## src/design/dispatchPkg.sv

```systemverilog
// ######################################
// Dispatch stage shared definitions
// Field widths and per-lane packet formats
// ######################################
package dispatchPkg;

  localparam int DispatchWidth = 4;  // Lanes per bundle
  localparam int Checkpoints   = 8;  // Branch checkpoints in flight

  localparam int PcBits      = 32;
  localparam int ArchRegBits = 5;
  localparam int PhysRegBits = 7;
  localparam int ImmBits     = 16;
  localparam int OpcodeBits  = 8;
  localparam int OccCntBits  = 8;

  typedef logic [PcBits-1:0]              pc_t;
  typedef logic [ArchRegBits-1:0]         archReg_t;
  typedef logic [PhysRegBits-1:0]         physReg_t;
  typedef logic [Checkpoints-1:0]         ckptMask_t;  // One bit per live checkpoint
  typedef logic [$clog2(Checkpoints)-1:0] ckptId_t;
  typedef logic [ImmBits-1:0]             imm_t;
  typedef logic [OpcodeBits-1:0]          opcode_t;
  typedef logic [OccCntBits-1:0]          occCnt_t;    // Capacities up to 255
  typedef logic [$clog2(DispatchWidth):0] ldstCnt_t;   // Holds 0 up to DispatchWidth

  // Instruction as it leaves rename
  typedef struct packed {
    archReg_t  logDest;
    logic      isStore;
    logic      isLoad;
    ckptMask_t branchMask;   // Unresolved branches this one depends on
    ckptId_t   ckptId;
    physReg_t  srcPhys1;
    physReg_t  srcPhys2;
    physReg_t  destPhys;
    physReg_t  oldDestPhys;  // Freed at retire
    logic      destValid;
    imm_t      imm;
    opcode_t   opcode;
    pc_t       pc;
  } renamedPkt_t;

  // Issue queue entry, mask already updated
  typedef struct packed {
    logic      isStore;
    logic      isLoad;
    ckptMask_t branchMask;
    ckptId_t   ckptId;
    physReg_t  srcPhys1;
    physReg_t  srcPhys2;
    physReg_t  destPhys;
    physReg_t  oldDestPhys;
    logic      destValid;
    imm_t      imm;
    opcode_t   opcode;
    pc_t       pc;
  } issueqPkt_t;

  // Active list entry for in-order retire
  typedef struct packed {
    logic     isLoad;
    logic     isStore;
    pc_t      pc;
    archReg_t logDest;
    physReg_t destPhys;
    physReg_t oldDestPhys;
    logic     destValid;
  } alPkt_t;

  typedef struct packed {
    ckptMask_t branchMask;
    logic      isStore;
    logic      isLoad;
  } lsqPkt_t;

  typedef renamedPkt_t [DispatchWidth-1:0] renamedBundle_t;
  typedef issueqPkt_t  [DispatchWidth-1:0] issueqBundle_t;
  typedef alPkt_t      [DispatchWidth-1:0] alBundle_t;
  typedef lsqPkt_t     [DispatchWidth-1:0] lsqBundle_t;
  typedef ckptMask_t   [DispatchWidth-1:0] maskBundle_t;

endpackage

```

## src/design/capacityCheck.sv

```systemverilog
// ######################################
// Back-end capacity check
// Stalls dispatch when any back-end queue would overflow
// ######################################
`timescale 1ns/1ps

module capacityCheck #(
  parameter int IssueQSize     = 32,
  parameter int ActiveListSize = 64,
  parameter int LsqSize        = 16
) (
  input  dispatchPkg::renamedBundle_t bundle_i,
  input  dispatchPkg::occCnt_t        loadQueueCnt_i,
  input  dispatchPkg::occCnt_t        storeQueueCnt_i,
  input  dispatchPkg::occCnt_t        issueQueueCnt_i,
  input  dispatchPkg::occCnt_t        activeListCnt_i,
  output logic                        stall_o
);

  import dispatchPkg::*;

  ldstCnt_t loadCnt;
  ldstCnt_t storeCnt;
  logic     loadFull;
  logic     storeFull;
  logic     issueFull;
  logic     activeFull;

  // Loads and stores in the incoming bundle
  always_comb
  begin
    loadCnt  = '0;
    storeCnt = '0;
    for (int lane = 0; lane < DispatchWidth; lane++)
    begin
      loadCnt  = loadCnt + ldstCnt_t'(bundle_i[lane].isLoad);
      storeCnt = storeCnt + ldstCnt_t'(bundle_i[lane].isStore);
    end
  end

  // Sums taken at int width so a count near 255 cannot wrap
  assign loadFull   = (int'(loadQueueCnt_i) + int'(loadCnt)) > LsqSize;
  assign storeFull  = (int'(storeQueueCnt_i) + int'(storeCnt)) > LsqSize;

  // Every lane takes an issue queue and active list slot
  assign issueFull  = (int'(issueQueueCnt_i) + DispatchWidth) > IssueQSize;
  assign activeFull = (int'(activeListCnt_i) + DispatchWidth) > ActiveListSize;

  assign stall_o = loadFull | storeFull | issueFull | activeFull;

endmodule

```

## src/design/packetBuilder.sv

```systemverilog
// ######################################
// Dispatch packet builder
// Clears the verified branch bit and splits each lane
// ######################################
`timescale 1ns/1ps

module packetBuilder (
  input  dispatchPkg::renamedBundle_t bundle_i,
  input  logic                        ctrlVerified_i,
  input  dispatchPkg::ckptId_t        ctrlVerifiedId_i,
  output dispatchPkg::maskBundle_t    masks_o,
  output dispatchPkg::issueqBundle_t  issueq_o,
  output dispatchPkg::alBundle_t      al_o,
  output dispatchPkg::lsqBundle_t     lsq_o
);

  import dispatchPkg::*;

  // A branch resolved correctly, so no lane depends on its checkpoint any more.
  // The same masks go back to the rename pipe registers for a held bundle.
  always_comb
  begin
    for (int lane = 0; lane < DispatchWidth; lane++)
    begin
      masks_o[lane] = bundle_i[lane].branchMask;
      if (ctrlVerified_i)
      begin
        masks_o[lane][ctrlVerifiedId_i] = 1'b0;
      end
    end
  end

  // Issue queue packets carry everything except the logical destination
  always_comb
  begin
    for (int lane = 0; lane < DispatchWidth; lane++)
    begin
      issueq_o[lane].isStore     = bundle_i[lane].isStore;
      issueq_o[lane].isLoad      = bundle_i[lane].isLoad;
      issueq_o[lane].branchMask  = masks_o[lane];  // Updated mask
      issueq_o[lane].ckptId      = bundle_i[lane].ckptId;
      issueq_o[lane].srcPhys1    = bundle_i[lane].srcPhys1;
      issueq_o[lane].srcPhys2    = bundle_i[lane].srcPhys2;
      issueq_o[lane].destPhys    = bundle_i[lane].destPhys;
      issueq_o[lane].oldDestPhys = bundle_i[lane].oldDestPhys;
      issueq_o[lane].destValid   = bundle_i[lane].destValid;
      issueq_o[lane].imm         = bundle_i[lane].imm;
      issueq_o[lane].opcode      = bundle_i[lane].opcode;
      issueq_o[lane].pc          = bundle_i[lane].pc;
    end
  end

  // Active list keeps only what retire and recovery need
  always_comb
  begin
    for (int lane = 0; lane < DispatchWidth; lane++)
    begin
      al_o[lane].isLoad      = bundle_i[lane].isLoad;
      al_o[lane].isStore     = bundle_i[lane].isStore;
      al_o[lane].pc          = bundle_i[lane].pc;
      al_o[lane].logDest     = bundle_i[lane].logDest;
      al_o[lane].destPhys    = bundle_i[lane].destPhys;
      al_o[lane].oldDestPhys = bundle_i[lane].oldDestPhys;  // Returned to free list
      al_o[lane].destValid   = bundle_i[lane].destValid;
    end
  end

  // LSQ needs the mask for squash and the access kind
  always_comb
  begin
    for (int lane = 0; lane < DispatchWidth; lane++)
    begin
      lsq_o[lane].branchMask = masks_o[lane];
      lsq_o[lane].isStore    = bundle_i[lane].isStore;
      lsq_o[lane].isLoad     = bundle_i[lane].isLoad;
    end
  end

endmodule

```

## src/design/dispatchLatch.sv

```systemverilog
// ######################################
// Dispatch output register
// Holds the back-end packets for one cycle with a valid
// ######################################
`timescale 1ns/1ps

module dispatchLatch (
  input  logic                       clk,
  input  logic                       rstN_i,
  input  logic                       load_i,    // Bundle accepted this cycle
  input  dispatchPkg::issueqBundle_t issueq_i,
  input  dispatchPkg::alBundle_t     al_i,
  input  dispatchPkg::lsqBundle_t    lsq_i,
  output dispatchPkg::issueqBundle_t issueq_o,
  output dispatchPkg::alBundle_t     al_o,
  output dispatchPkg::lsqBundle_t    lsq_o,
  output logic                       valid_o
);

  // Valid follows load by one cycle, so back-to-back loads give back-to-back valids
  always_ff @(posedge clk)
  begin
    if (!rstN_i)
    begin
      valid_o <= 1'b0;
    end
    else
    begin
      valid_o <= load_i;
    end
  end

  // Packets only move on an accepted bundle
  always_ff @(posedge clk)
  begin
    if (load_i)
    begin
      issueq_o <= issueq_i;
      al_o     <= al_i;
      lsq_o    <= lsq_i;
    end
  end

endmodule

```

## src/design/dispatchTop.sv

```systemverilog
// ######################################
// Dispatch stage
// Capacity check, mask update and packet register
// ######################################
`timescale 1ns/1ps

module dispatchTop #(
  parameter int IssueQSize     = 32,
  parameter int ActiveListSize = 64,
  parameter int LsqSize        = 16
) (
  input  logic                        clk,
  input  logic                        rstN_i,
  input  logic                        renameReady_i,    // Rename holds a full bundle
  input  logic                        flagRecoverEX_i,  // Mispredict recovery under way
  input  logic                        ctrlVerified_i,
  input  dispatchPkg::ckptId_t        ctrlVerifiedId_i,
  input  dispatchPkg::renamedBundle_t renamedBundle_i,
  input  dispatchPkg::occCnt_t        loadQueueCnt_i,
  input  dispatchPkg::occCnt_t        storeQueueCnt_i,
  input  dispatchPkg::occCnt_t        issueQueueCnt_i,
  input  dispatchPkg::occCnt_t        activeListCnt_i,
  output dispatchPkg::issueqBundle_t  issueqBundle_o,
  output dispatchPkg::alBundle_t      alBundle_o,
  output dispatchPkg::lsqBundle_t     lsqBundle_o,
  output logic                        dispatchValid_o,
  output dispatchPkg::maskBundle_t    updatedMasks_o,
  output logic                        backEndReady_o,
  output logic                        stallFrontEnd_o
);

  import dispatchPkg::*;

  logic          stall;
  issueqBundle_t issueqNext;
  alBundle_t     alNext;
  lsqBundle_t    lsqNext;

  capacityCheck #(
    .IssueQSize     (IssueQSize),
    .ActiveListSize (ActiveListSize),
    .LsqSize        (LsqSize)
  ) capCheck0 (
    .bundle_i        (renamedBundle_i),
    .loadQueueCnt_i  (loadQueueCnt_i),
    .storeQueueCnt_i (storeQueueCnt_i),
    .issueQueueCnt_i (issueQueueCnt_i),
    .activeListCnt_i (activeListCnt_i),
    .stall_o         (stall)
  );

  packetBuilder pktBuild0 (
    .bundle_i         (renamedBundle_i),
    .ctrlVerified_i   (ctrlVerified_i),
    .ctrlVerifiedId_i (ctrlVerifiedId_i),
    .masks_o          (updatedMasks_o),
    .issueq_o         (issueqNext),
    .al_o             (alNext),
    .lsq_o            (lsqNext)
  );

  // Recovery blocks dispatch but is not a capacity stall
  assign backEndReady_o  = ~stall & renameReady_i & ~flagRecoverEX_i;
  assign stallFrontEnd_o = stall;

  dispatchLatch dispLatch0 (
    .clk      (clk),
    .rstN_i   (rstN_i),
    .load_i   (backEndReady_o),
    .issueq_i (issueqNext),
    .al_i     (alNext),
    .lsq_i    (lsqNext),
    .issueq_o (issueqBundle_o),
    .al_o     (alBundle_o),
    .lsq_o    (lsqBundle_o),
    .valid_o  (dispatchValid_o)
  );

endmodule

```

## config.mk

```make
export PLATFORM = sky130hd
export DESIGN_NAME = dispatchTop
export DESIGN_NICKNAME = d
export VERILOG_FILES = /design/src/design/dispatchPkg.sv /design/src/design/capacityCheck.sv /design/src/design/packetBuilder.sv /design/src/design/dispatchLatch.sv /design/src/design/dispatchTop.sv
export SDC_FILE = /design/constraint.sdc
export NUM_CORES = 1
export LEC_CHECK = 0
export BUFFER_PORTS_ARGS = -buffer_cell sky130_fd_sc_hd__clkbuf_2
export CORE_AREA = 4 4 434 436
export DETAILED_ROUTE_END_ITERATION = 12
export DIE_AREA = 0 0 438 440
export PLACE_DENSITY = 0.3
export SLEW_MARGIN = 20
export SYNTH_ARGS = -nofsm -noshare
export SYNTH_HDL_FRONTEND = slang
export SYNTH_SLANG_ARGS = --single-unit
```

## constraint.sdc

```tcl
create_clock -name clk -period 46.8 [get_ports clk]
set_clock_uncertainty 0.1 [all_clocks]
set_input_delay 9.36 -clock clk [delete_from_list [all_inputs] [get_ports clk]]
set_output_delay 9.36 -clock clk [all_outputs]
set_load 0.05 [all_outputs]
```

==> results of run 1 <==
power by group through the flow:
stage	clock, mW	combinational (mW)	sequential [mW]
detailed placement	0	0.0427	0.415
finish	0.458	0.0424	0.407
global route	0.499	0.0461	0.407
floorplan	0	0.0142	0.415
global placement	0	0.0425	0.415
CTS	0.485	0.0430	0.407
state kept, by name (all words and copies together), names as in the netlist:
name,flops
dispLatch0.al_o,86
dispLatch0.valid_o,1
dispLatch0.lsq_o,16
dispLatch0.issueq_o,310
worst max-delay path by stage:
stage                         startpoint             end  slack, ps  depth (start not counted)
finish              renamedBundle_i[199]  backEndReady_o      24310                         15
global route        renamedBundle_i[200]  backEndReady_o      23950                         15
CTS                 renamedBundle_i[200]  backEndReady_o      24200                         15
detailed placement  renamedBundle_i[200]  backEndReady_o      24210                         15
global placement    renamedBundle_i[200]  backEndReady_o      24210                         15
floorplan            renamedBundle_i[96]  backEndReady_o      15780                         13
cell families (layout without fill, tap and decap cells):
kind of cell	after synthesis	after routing
flip-flops	413	413
buffers and inverters	253	1261
AND/OR/NAND/NOR	70	70
AO/OA/AOI/OAI	20	20
adder cells (fa/ha/maj)	14	14
XOR/XNOR	5	5
multiplexers	1	1
other	0	12
layer usage:
layer / part of all wire / global-route usage / wire, um
met3: 0.12 / 0.0497 / 11700
met5: 0.0026 / 0 / 255
met1: 0.37 / 0.111 / 37200
met2: 0.48 / 0.160 / 47600
met4: 0.025 / 0.0250 / 2450
cell usage in the layout, fill, tap and decap left out, drive strengths merged, types with 7 or more instances in the layout:
| master | netlist | layout |
|---|---|---|
| buf | 236 | 7 |
| inv | 17 | 21 |
| edfxtp | 412 | 412 |
| ha | 10 | 10 |
| nor2b | 18 | 18 |
| diode | 0 | 12 |
| clkinv | 0 | 22 |
| clkbuf | 0 | 1198 |
| and2 | 16 | 16 |
| bufinv | 0 | 9 |
area by class of cell:
| cell class | instances | area (um2) | share of cell area |
|---|---|---|---|
| inverters | 17 | 63.8 | 0.00265 |
| multi-input cells | 110 | 855 | 0.0355 |
| clock inverters | 39 | 467 | 0.0194 |
| repair buffers | 1141 | 5740 | 0.238 |
| diodes | 12 | 30.0 | 0.00125 |
| clock buffers | 64 | 1450 | 0.0603 |
| well taps | 2480 | 3100 | 0.129 |
| flip-flops and latches | 413 | 12400 | 0.514 |
worst max-delay path: cells and delay by family:
| family | cells | cell delay (ps) |
|---|---|---|
| adders and majority gates | 4 | 1300 |
| buffers and inverters | 5 | 690 |
| and+or+nand+nor | 3 | 1050 |
| AOI/OAI and AO/OA | 2 | 410 |
| xor gates and xnor gates | 1 | 160 |
==> flow_summary.json, run 1 <==
{
  "clk_pin_slew_ps": 60,
  "yosysSeqAreaShare": 0.822,
  "h-tree-depth": 2,
  "tns_ps": 0,
  "grt_max_degree": 117,
  "worstPathCellList": "clkbuf_2 > ha_1 > inv_1 > fa_1 > inv_1 > ha_1 > inv_1 > fa_1 > xnor2_1 > nor3b_2 > a21boi_0 > o221a_1 > nor4_4 > and4b_4 > clkbuf_2",
  "final_cells": 4276,
  "cts_tree": "built",
  "worstSetupPathType": "input port to output pin",
  "pwr-share-clk": 0.505,
  "p_switching_mw": 0.209,
  "synth-async-reset-ratio": 0,
  "dp_hpwl_um": 85500,
  "pre_cts_ws_ps": 24210,
  "first_iter_violations": 655,
  "max_slew_margin": 0.330,
  "root_buffer": "clkbuf_16",
  "finalHoldViolations": 0,
  "area_growth_pct": 59.9,
  "fillers": 20900,
  "finalSetupViolCount": 0,
  "final.min_clock_period_ps": 22490,
  "required_ps": 37340,
  "worstPathArrival_ps": 13030,
  "drive_gt1_frac": 0.690,
  "fmaxAchievable_ghz": 0.0445,
  "grt_first_pass_wirelength_um": 120000,
  "hp-class": "input port to flip-flop",
  "final_area_um2": 24100,
  "syn-cell-area_um2": 15100,
  "synth_common_cells": "edfxtp_1 (412), buf_4 (236), nor2b_1 (18)",
  "first_pass_iters": 5,
  "critPathMaxFanout": 6,
  "yosys_warnings": 0,
  "outcome": "finished clean",
  "cts_resized": 0,
  "p_comb_frac": 0.047,
  "placed_cells": 4161,
  "setup.worst_path.end_class": "output pin",
  "p_sw_frac": 0.231,
  "grt.overflow.total": 0,
  "cts_hold_buf": 0,
  "syn_inst": 776,
  "whs_ps": 8750,
  "grt_pass1_vias": 10700,
  "crit_top_cell": "inv_1",
  "rsz0062_at_grt": "no",
  "power.internal_mw": 0.698,
  "layout.nets": 2206,
  "synth_top_family_by_area": "buffers and inverters",
  "synth_cell_type_count": 38,
  "num_vias": 10700,
  "startpoint_type": "input port",
  "grt_usage": 0.0970,
  "synth-simple-area-share": 0.0295,
  "synth.area.top_cells": "edfxtp_1 (82%), buf_4 (12%), ha_1 (0.83%)",
  "synth_adder_area_share": 0.0136,
  "total_power_mw": 0.907,
  "cp_slowest_cell": "and4b_4",
  "layout_setup_ws_ps": 24310,
  "slew_violations": 0,
  "min-delay-start": "renamedBundle_i[123]",
  "synth-edff-count": 412,
  "die_x_um": 438,
  "min_delay_path_depth": 1,
  "die_area_um2": 193000,
  "ant_nets": 0,
  "yosysTopAreaCell": "edfxtp_1",
  "yosys.area.top_type_share": 0.821,
  "leakagePower_nw": 9.79,
  "routed_wl_um": 99100,
  "max_cap_violations": 0,
  "ys_seq_elements": 413,
  "syn_avg_cell_area_um2": 19.4,
  "power_density_nw_per_um2": 37.6,
  "wl_per_cell_um": 23.2,
  "antenna_found_initial": 78,
  "cts.sinks": 413,
  "row_count": 158,
  "synth-main-ff-cell": "edfxtp_1",
  "cts_buffers": 57,
  "io_pins": 1135,
  "synth_compound_area_frac": 0.00971,
  "port_buffers": 1134,
  "postCtsSetupBuffers": 0,
  "min_to": "dispLatch0.issueq_o[118]",
  "fin_util": 0.131,
  "gp_congestion": 0.857,
  "synth_xor_area_frac": 0.00290,
  "fin_crit_sh": 0.480,
  "coreArea_um2": 185000,
  "start_util": 0.0817,
  "worst_slew_pin_slew_ps": 1000,
  "drc_errors": 0,
  "critical-path-max-stage-delay_ps": 500,
  "ir_drop_mv": 0.0273,
  "muxShareOfSynthArea": 0.000747,
  "seq_power_share": 0.448,
  "dpl_cell_area_um2": 22200,
  "die_height_um": 440,
  "yosysMostFrequentCell": "edfxtp_1",
  "viasPerCell": 2.51,
  "syn_nets": 1242,
  "clock_path_buffers": 3
}
No activity file was read; power rests on OpenSTA's default activity.
==> run 2, diff against run 1 <==
--- a/config.mk
+++ b/config.mk
@@ -5,6 +5,7 @@
 export SDC_FILE = /design/constraint.sdc
 export NUM_CORES = 1
 export LEC_CHECK = 0
+export ABC_AREA = 1
 export BUFFER_PORTS_ARGS = -buffer_cell sky130_fd_sc_hd__clkbuf_2
 export CORE_AREA = 4 4 434 436
 export DETAILED_ROUTE_END_ITERATION = 12
==> constraint.sdc (replaced) <==
create_clock -name clk -period 23.5 [get_ports clk]
set_clock_uncertainty 0.1 [all_clocks]
set_input_delay 4.7 -clock clk [delete_from_list [all_inputs] [get_ports clk]]
set_output_delay 4.7 -clock clk [all_outputs]
set_load 0.05 [all_outputs]
==> flow_summary.json, run 2 <==
{
  "worst_slew_pin_slew_ps": 899,
  "yosys.area.top_type_share": 0.810,
  "yosys_warnings": 0,
  "synth-async-reset-ratio": 0,
  "root_buffer": "clkbuf_16",
  "fin_crit_sh": 0.542,
  "yosysMostFrequentCell": "edfxtp_1",
  "startpoint_type": "input port",
  "io_pins": 1135,
  "syn_avg_cell_area_um2": 17.4,
  "wl_per_cell_um": 25.8,
  "viasPerCell": 2.60,
  "worstPathCellList": "clkbuf_2 > ha_1 > inv_1 > fa_1 > inv_1 > ha_1 > inv_1 > fa_1 > inv_1 > nand2_1 > nand2_1 > nand2_1 > nand2_1 > nand2_1 > nand2_1 > nand3_4 > nor2_4 > nand3_2 > inv_8 > clkbuf_2",
  "grtUsageMet3": 0.0588,
  "largestRegisters": "dispLatch0.issueq_o (310), dispLatch0.al_o (86), dispLatch0.lsq_o (16)",
  "grt.overflow.total": 0,
  "grt_first_pass_wirelength_um": 136000,
  "critical-path-max-stage-delay_ps": 410,
  "cp_slowest_cell": "fa_1",
  "grt_util_met1": 0.137,
  "largest_reg_flops": 310,
  "tns_ps": 0,
  "critPathMaxFanout": 35,
  "min-delay-start": "renamedBundle_i[224]",
  "layout.nets": 2307,
  "largest-register": "dispLatch0.issueq_o",
  "cts_tree": "built",
  "max_slew_margin": 0.401,
  "cts_hold_buf": 0,
  "drc_errors": 0,
  "final_common_cell": "clkbuf_2",
  "pre_cts_ws_ps": 10650,
  "cts_resized": 0,
  "row_count": 158,
  "first_iter_violations": 908,
  "ir_drop_mv": 0.0503,
  "ys_seq_elements": 413,
  "port_buffers": 1134,
  "grt_max_degree": 68,
  "hp-class": "input port to flip-flop",
  "max_cap_violations": 0,
  "worstPathArrival_ps": 7950,
  "clk_pin_slew_ps": 70,
  "grt_usage": 0.111,
  "synth.area.top_cells": "edfxtp_1 (81%), buf_4 (12%), inv_1 (1.6%)",
  "slew_violations": 0,
  "crit_buf_inv": 7,
  "synth-main-ff-cell": "edfxtp_1",
  "worstSetupPathType": "input port to output pin",
  "crit_start": "renamedBundle_i[96]",
  "antenna_found_initial": 91,
  "start_util": 0.0828,
  "required_ps": 18700,
  "leakagePower_nw": 10.1,
  "clock_path_buffers": 3,
  "cts_buffers": 56,
  "postCtsSetupBuffers": 0,
  "synth-edff-count": 412,
  "drive_gt1_frac": 0.655,
  "mostFrequentLayoutCells": "clkbuf_2 (1134), edfxtp_1 (412), inv_1 (66)",
  "area_growth_pct": 58.2,
  "yosysTopAreaCell": "edfxtp_1",
  "cts.sinks": 413,
  "die_height_um": 440,
  "setup.worst_path.end_class": "output pin",
  "syn_inst": 877,
  "die_area_um2": 193000,
  "layout_setup_ws_ps": 10750,
  "yosysSeqAreaShare": 0.811,
  "h-tree-depth": 2,
  "fmaxAchievable_ghz": 0.0784,
  "finalSetupViolCount": 0,
  "fin_util": 0.131,
  "gp_congestion": 0.852,
  "ant_nets": 0,
  "num_vias": 11400,
  "crit_top_cell": "nand2_1",
  "synth_cell_type_count": 22,
  "die_x_um": 438,
  "rsz0062_at_grt": "no",
  "final.min_clock_period_ps": 12750,
  "first_pass_iters": 5,
  "power_density_nw_per_um2": 72.2,
  "syn_nets": 1343,
  "cp_top_family": "adder cells",
  "grt_pass1_vias": 11100,
  "syn-cell-area_um2": 15300,
  "outcome": "finished clean",
  "synth_common_cells": "edfxtp_1 (412), buf_4 (236), inv_1 (67)",
  "coreArea_um2": 185000,
  "finalHoldViolations": 0,
  "busiest_layer": "met2",
  "grtUsageMet2": 0.173,
  "routed_wl_um": 113000,
  "dp_hpwl_um": 99100
}
## run 2: cell types whose count changed after synthesis, moves of 6 or more
| cell | previous run | this run |
|---|---|---|
| nand2_1 | 5 | 54 |
| nor2b_1 | 18 | 0 |
| nor3_1 | 6 | 0 |
| nand3_1 | 2 | 13 |
| inv_1 | 17 | 67 |
| nor2_1 | 6 | 53 |
| and2_1 | 16 | 0 |
## run 2: path summary, 6_finish.rpt
kind | endpoint | slack, ps | cells after the start
worst max-delay path | backEndReady_o | 10750 | 20
worst min-delay path | dispLatch0.issueq_o[214] | 4090 | 1
## run 2: stage by stage
step	cell area, um2	hold WS (ps)	instances	power (mW)
detailed placement	22400	4780	4263	0.925
floorplan	15300	4700	877	0.857
global placement	22400	4780	4263	0.924
global route	24100	4030	4362	1.83
finish	24200	4090	4388	1.74
CTS	24100	4010	4362	1.79
## run 2: final cells by class
type / instances / area [um2]
fill: 21000 / 160000
sequential: 413 / 12400
clock inverter: 29 / 290
timing repair buffer: 1142 / 5740
inverter: 70 / 270
tap: 2480 / 3100
clock buffer: 70 / 1450
multi-input combinational: 158 / 860
antenna: 26 / 65.1
## run 2: report_power, final
part	leakage [nW]	internal [mW]	switching, mW	total [mW]
logic	5.52	0.0370	0.0596	0.0967
clock network	0.831	0.472	0.366	0.837
registers	3.70	0.810	0.0000545	0.810
total	10.1	1.32	0.425	1.74
## run 2: layer usage
| metal | wire, um | share of wire | vias to the layer above |
|---|---|---|---|
| met3 | 14400 | 0.13 | 175 |
| met2 | 51200 | 0.45 | 727 |
| met4 | 1950 | 0.017 | 56 |
| met1 | 45300 | 0.40 | 5653 |
| li1 | - | - | 4804 |
| met5 | 337 | 0.0030 | - |
## run 2: cells by family after synthesis
group | after synthesis | synth area share
AND/OR/NAND/NOR | 140 | 0.0409
AO/OA/AOI/OAI | 3 | 0.000982
XOR/XNOR | 1 | 0.000573
flip-flops | 413 | 0.811
adder cells (fa/ha/maj) | 14 | 0.0134
buffers and inverters | 306 | 0.133
==> run 3, diff against run 2 <==
--- a/config.mk
+++ b/config.mk
@@ -7,9 +7,9 @@
 export LEC_CHECK = 0
 export ABC_AREA = 1
 export BUFFER_PORTS_ARGS = -buffer_cell sky130_fd_sc_hd__clkbuf_2
-export CORE_AREA = 4 4 434 436
+export CORE_AREA = 4 4 444 446
 export DETAILED_ROUTE_END_ITERATION = 12
-export DIE_AREA = 0 0 438 440
+export DIE_AREA = 0 0 448 450
 export PLACE_DENSITY = 0.3
 export SLEW_MARGIN = 20
 export SYNTH_ARGS = -nofsm -noshare
==> constraint.sdc (replaced) <==
create_clock -name clk -period 11.2 [get_ports clk]
set_clock_uncertainty 0.1 [all_clocks]
set_input_delay 2.24 -clock clk [delete_from_list [all_inputs] [get_ports clk]]
set_output_delay 2.24 -clock clk [all_outputs]
set_load 0.05 [all_outputs]
==> flow_summary.json, run 3 (synthesized netlist as in run 2, its figures left out) <==
{
  "outcome": "finished clean",
  "h-tree-depth": 2,
  "startpoint_type": "input port",
  "clock_path_buffers": 3,
  "critPathMaxFanout": 5,
  "grt_pass1_vias": 11300,
  "coreArea_um2": 193000,
  "drive_gt1_frac": 0.659,
  "grt.overflow.total": 0,
  "cp.depth": 20,
  "routed_wl_um": 117000,
  "die_x_um": 448,
  "start_util": 0.0793,
  "grt_usage": 0.111,
  "max_slew_margin": 0.240,
  "rsz0062_at_grt": "no",
  "gp_congestion": 0.893,
  "drc_errors": 0,
  "die_area_um2": 202000,
  "cts.sinks": 413,
  "min_delay_path_depth": 1,
  "mostFrequentLayoutCells": "clkbuf_2 (1134), edfxtp_1 (412), inv_1 (66)",
  "largest_reg_flops": 310,
  "cts_resized": 0,
  "largestRegisters": "dispLatch0.issueq_o (310), dispLatch0.al_o (86), dispLatch0.lsq_o (16)",
  "area_growth_pct": 59.7,
  "io_pins": 1135,
  "num_vias": 11500,
  "p_switching_mw": 0.916,
  "finalSetupViolCount": 0,
  "viasPerCell": 2.61,
  "seq_power_share": 0.444,
  "regArea_um2": 12400,
  "layout_setup_ws_ps": 3400,
  "final.min_clock_period_ps": 7800,
  "whs_ps": 1630,
  "layout.nets": 2311,
  "hp-class": "input port to flip-flop",
  "final_common_cell": "clkbuf_2",
  "fin_crit_sh": 0.697,
  "power.internal_mw": 2.91,
  "first_iter_violations": 971,
  "cp_slowest_cell": "fa_1",
  "root_buffer": "clkbuf_16",
  "first_pass_iters": 5,
  "postCtsSetupBuffers": 0,
  "largest-register": "dispLatch0.issueq_o",
  "dp_hpwl_um": 104000,
  "crit_buf_inv": 7,
  "wl_per_cell_um": 26.5,
  "multi_input_area_um2": 860,
  "row_count": 161,
  "ir_drop_mv": 0.118,
  "die_height_um": 450,
  "total_power_mw": 3.83,
  "leakagePower_nw": 10.2,
  "cts_hold_buf": 0,
  "pre_cts_ws_ps": 3300,
  "port_buffers": 1134,
  "worstSetupPathType": "input port to output pin",
  "clk_pin_slew_ps": 60,
  "ant_nets": 0,
  "worst_slew_pin_slew_ps": 1140,
  "cts_tree": "built",
  "grt_max_degree": 65,
  "required_ps": 8860,
  "pwr-share-clk": 0.501,
  "max_cap_violations": 0,
  "tns_ps": 0,
  "worstPathArrival_ps": 5460,
  "cp_top_family": "adder cells",
  "power_density_nw_per_um2": 157,
  "cts_buffers": 56,
  "critical-path-max-stage-delay_ps": 430,
  "slew_violations": 0,
  "antenna_found_initial": 92,
  "p_sw_frac": 0.239,
  "worstPathCellList": "clkbuf_2 > ha_1 > inv_1 > fa_1 > inv_1 > ha_1 > inv_1 > fa_1 > inv_1 > nand2_1 > nand2_2 > nand2_1 > nand2_1 > nand2_1 > nor2_2 > nand3_2 > nor2_4 > nand3_2 > clkinvlp_4 > clkbuf_2",
  "finalHoldViolations": 0,
  "p_comb_frac": 0.055,
  "fillers": 21900,
  "fmaxAchievable_ghz": 0.128,
  "grt_first_pass_wirelength_um": 141000,
  "setup.worst_path.end_class": "output pin"
}
run 3: power groups by stage:
| stage | Sequential (mW) | Clock [mW] | Combinational (mW) |
|---|---|---|---|
| 4_1_cts | 1.70 | 2.01 | 0.215 |
| 3_5_place_dp | 1.73 | 0 | 0.214 |
| 3_3_place_gp | 1.73 | 0 | 0.213 |
| 5_1_grt | 1.70 | 2.07 | 0.229 |
| 6_report | 1.70 | 1.92 | 0.210 |
| 2_1_floorplan | 1.73 | 0 | 0.0658 |
run 3: worst paths after layout:
| check | startpoint | to | slack (ps) |
|---|---|---|---|
| hold / removal | renamedBundle_i[65] | dispLatch0.al_o[9] | 1630 |
| setup / recovery | renamedBundle_i[97] | backEndReady_o | 3400 |
run 3: through the flow:
stage / cell area (um2) / std cells / util
final: 24400 / 4431 / 0.127
after global routing: 24400 / 4419 / 0.127
after CTS: 24400 / 4418 / 0.127
after detailed placement: 22400 / 4313 / 0.117
after global placement: 22400 / 4313 / 0.117
after floorplan: 15300 / 877 / -
run 3: layout make-up:
type,instances,area share
Multi-Input combinational cell,158,0.0352
Sequential cell,413,0.508
Inverter,70,0.0109
Antenna cell,13,0.00133
Tap cell,2526,0.130
Clock buffer,64,0.0587
Timing Repair Buffer,1146,0.236
Clock inverter,41,0.0203
run 3: per-layer routing:
metal / GRT usage / up-vias / part of all wire
met3: 0.0601 / 211 / 0.14
met5: 0 / - / 0.0042
met1: 0.135 / 5663 / 0.40
met4: 0.0211 / 80 / 0.018
li1: - / 4802 / -
met2: 0.172 / 792 / 0.45
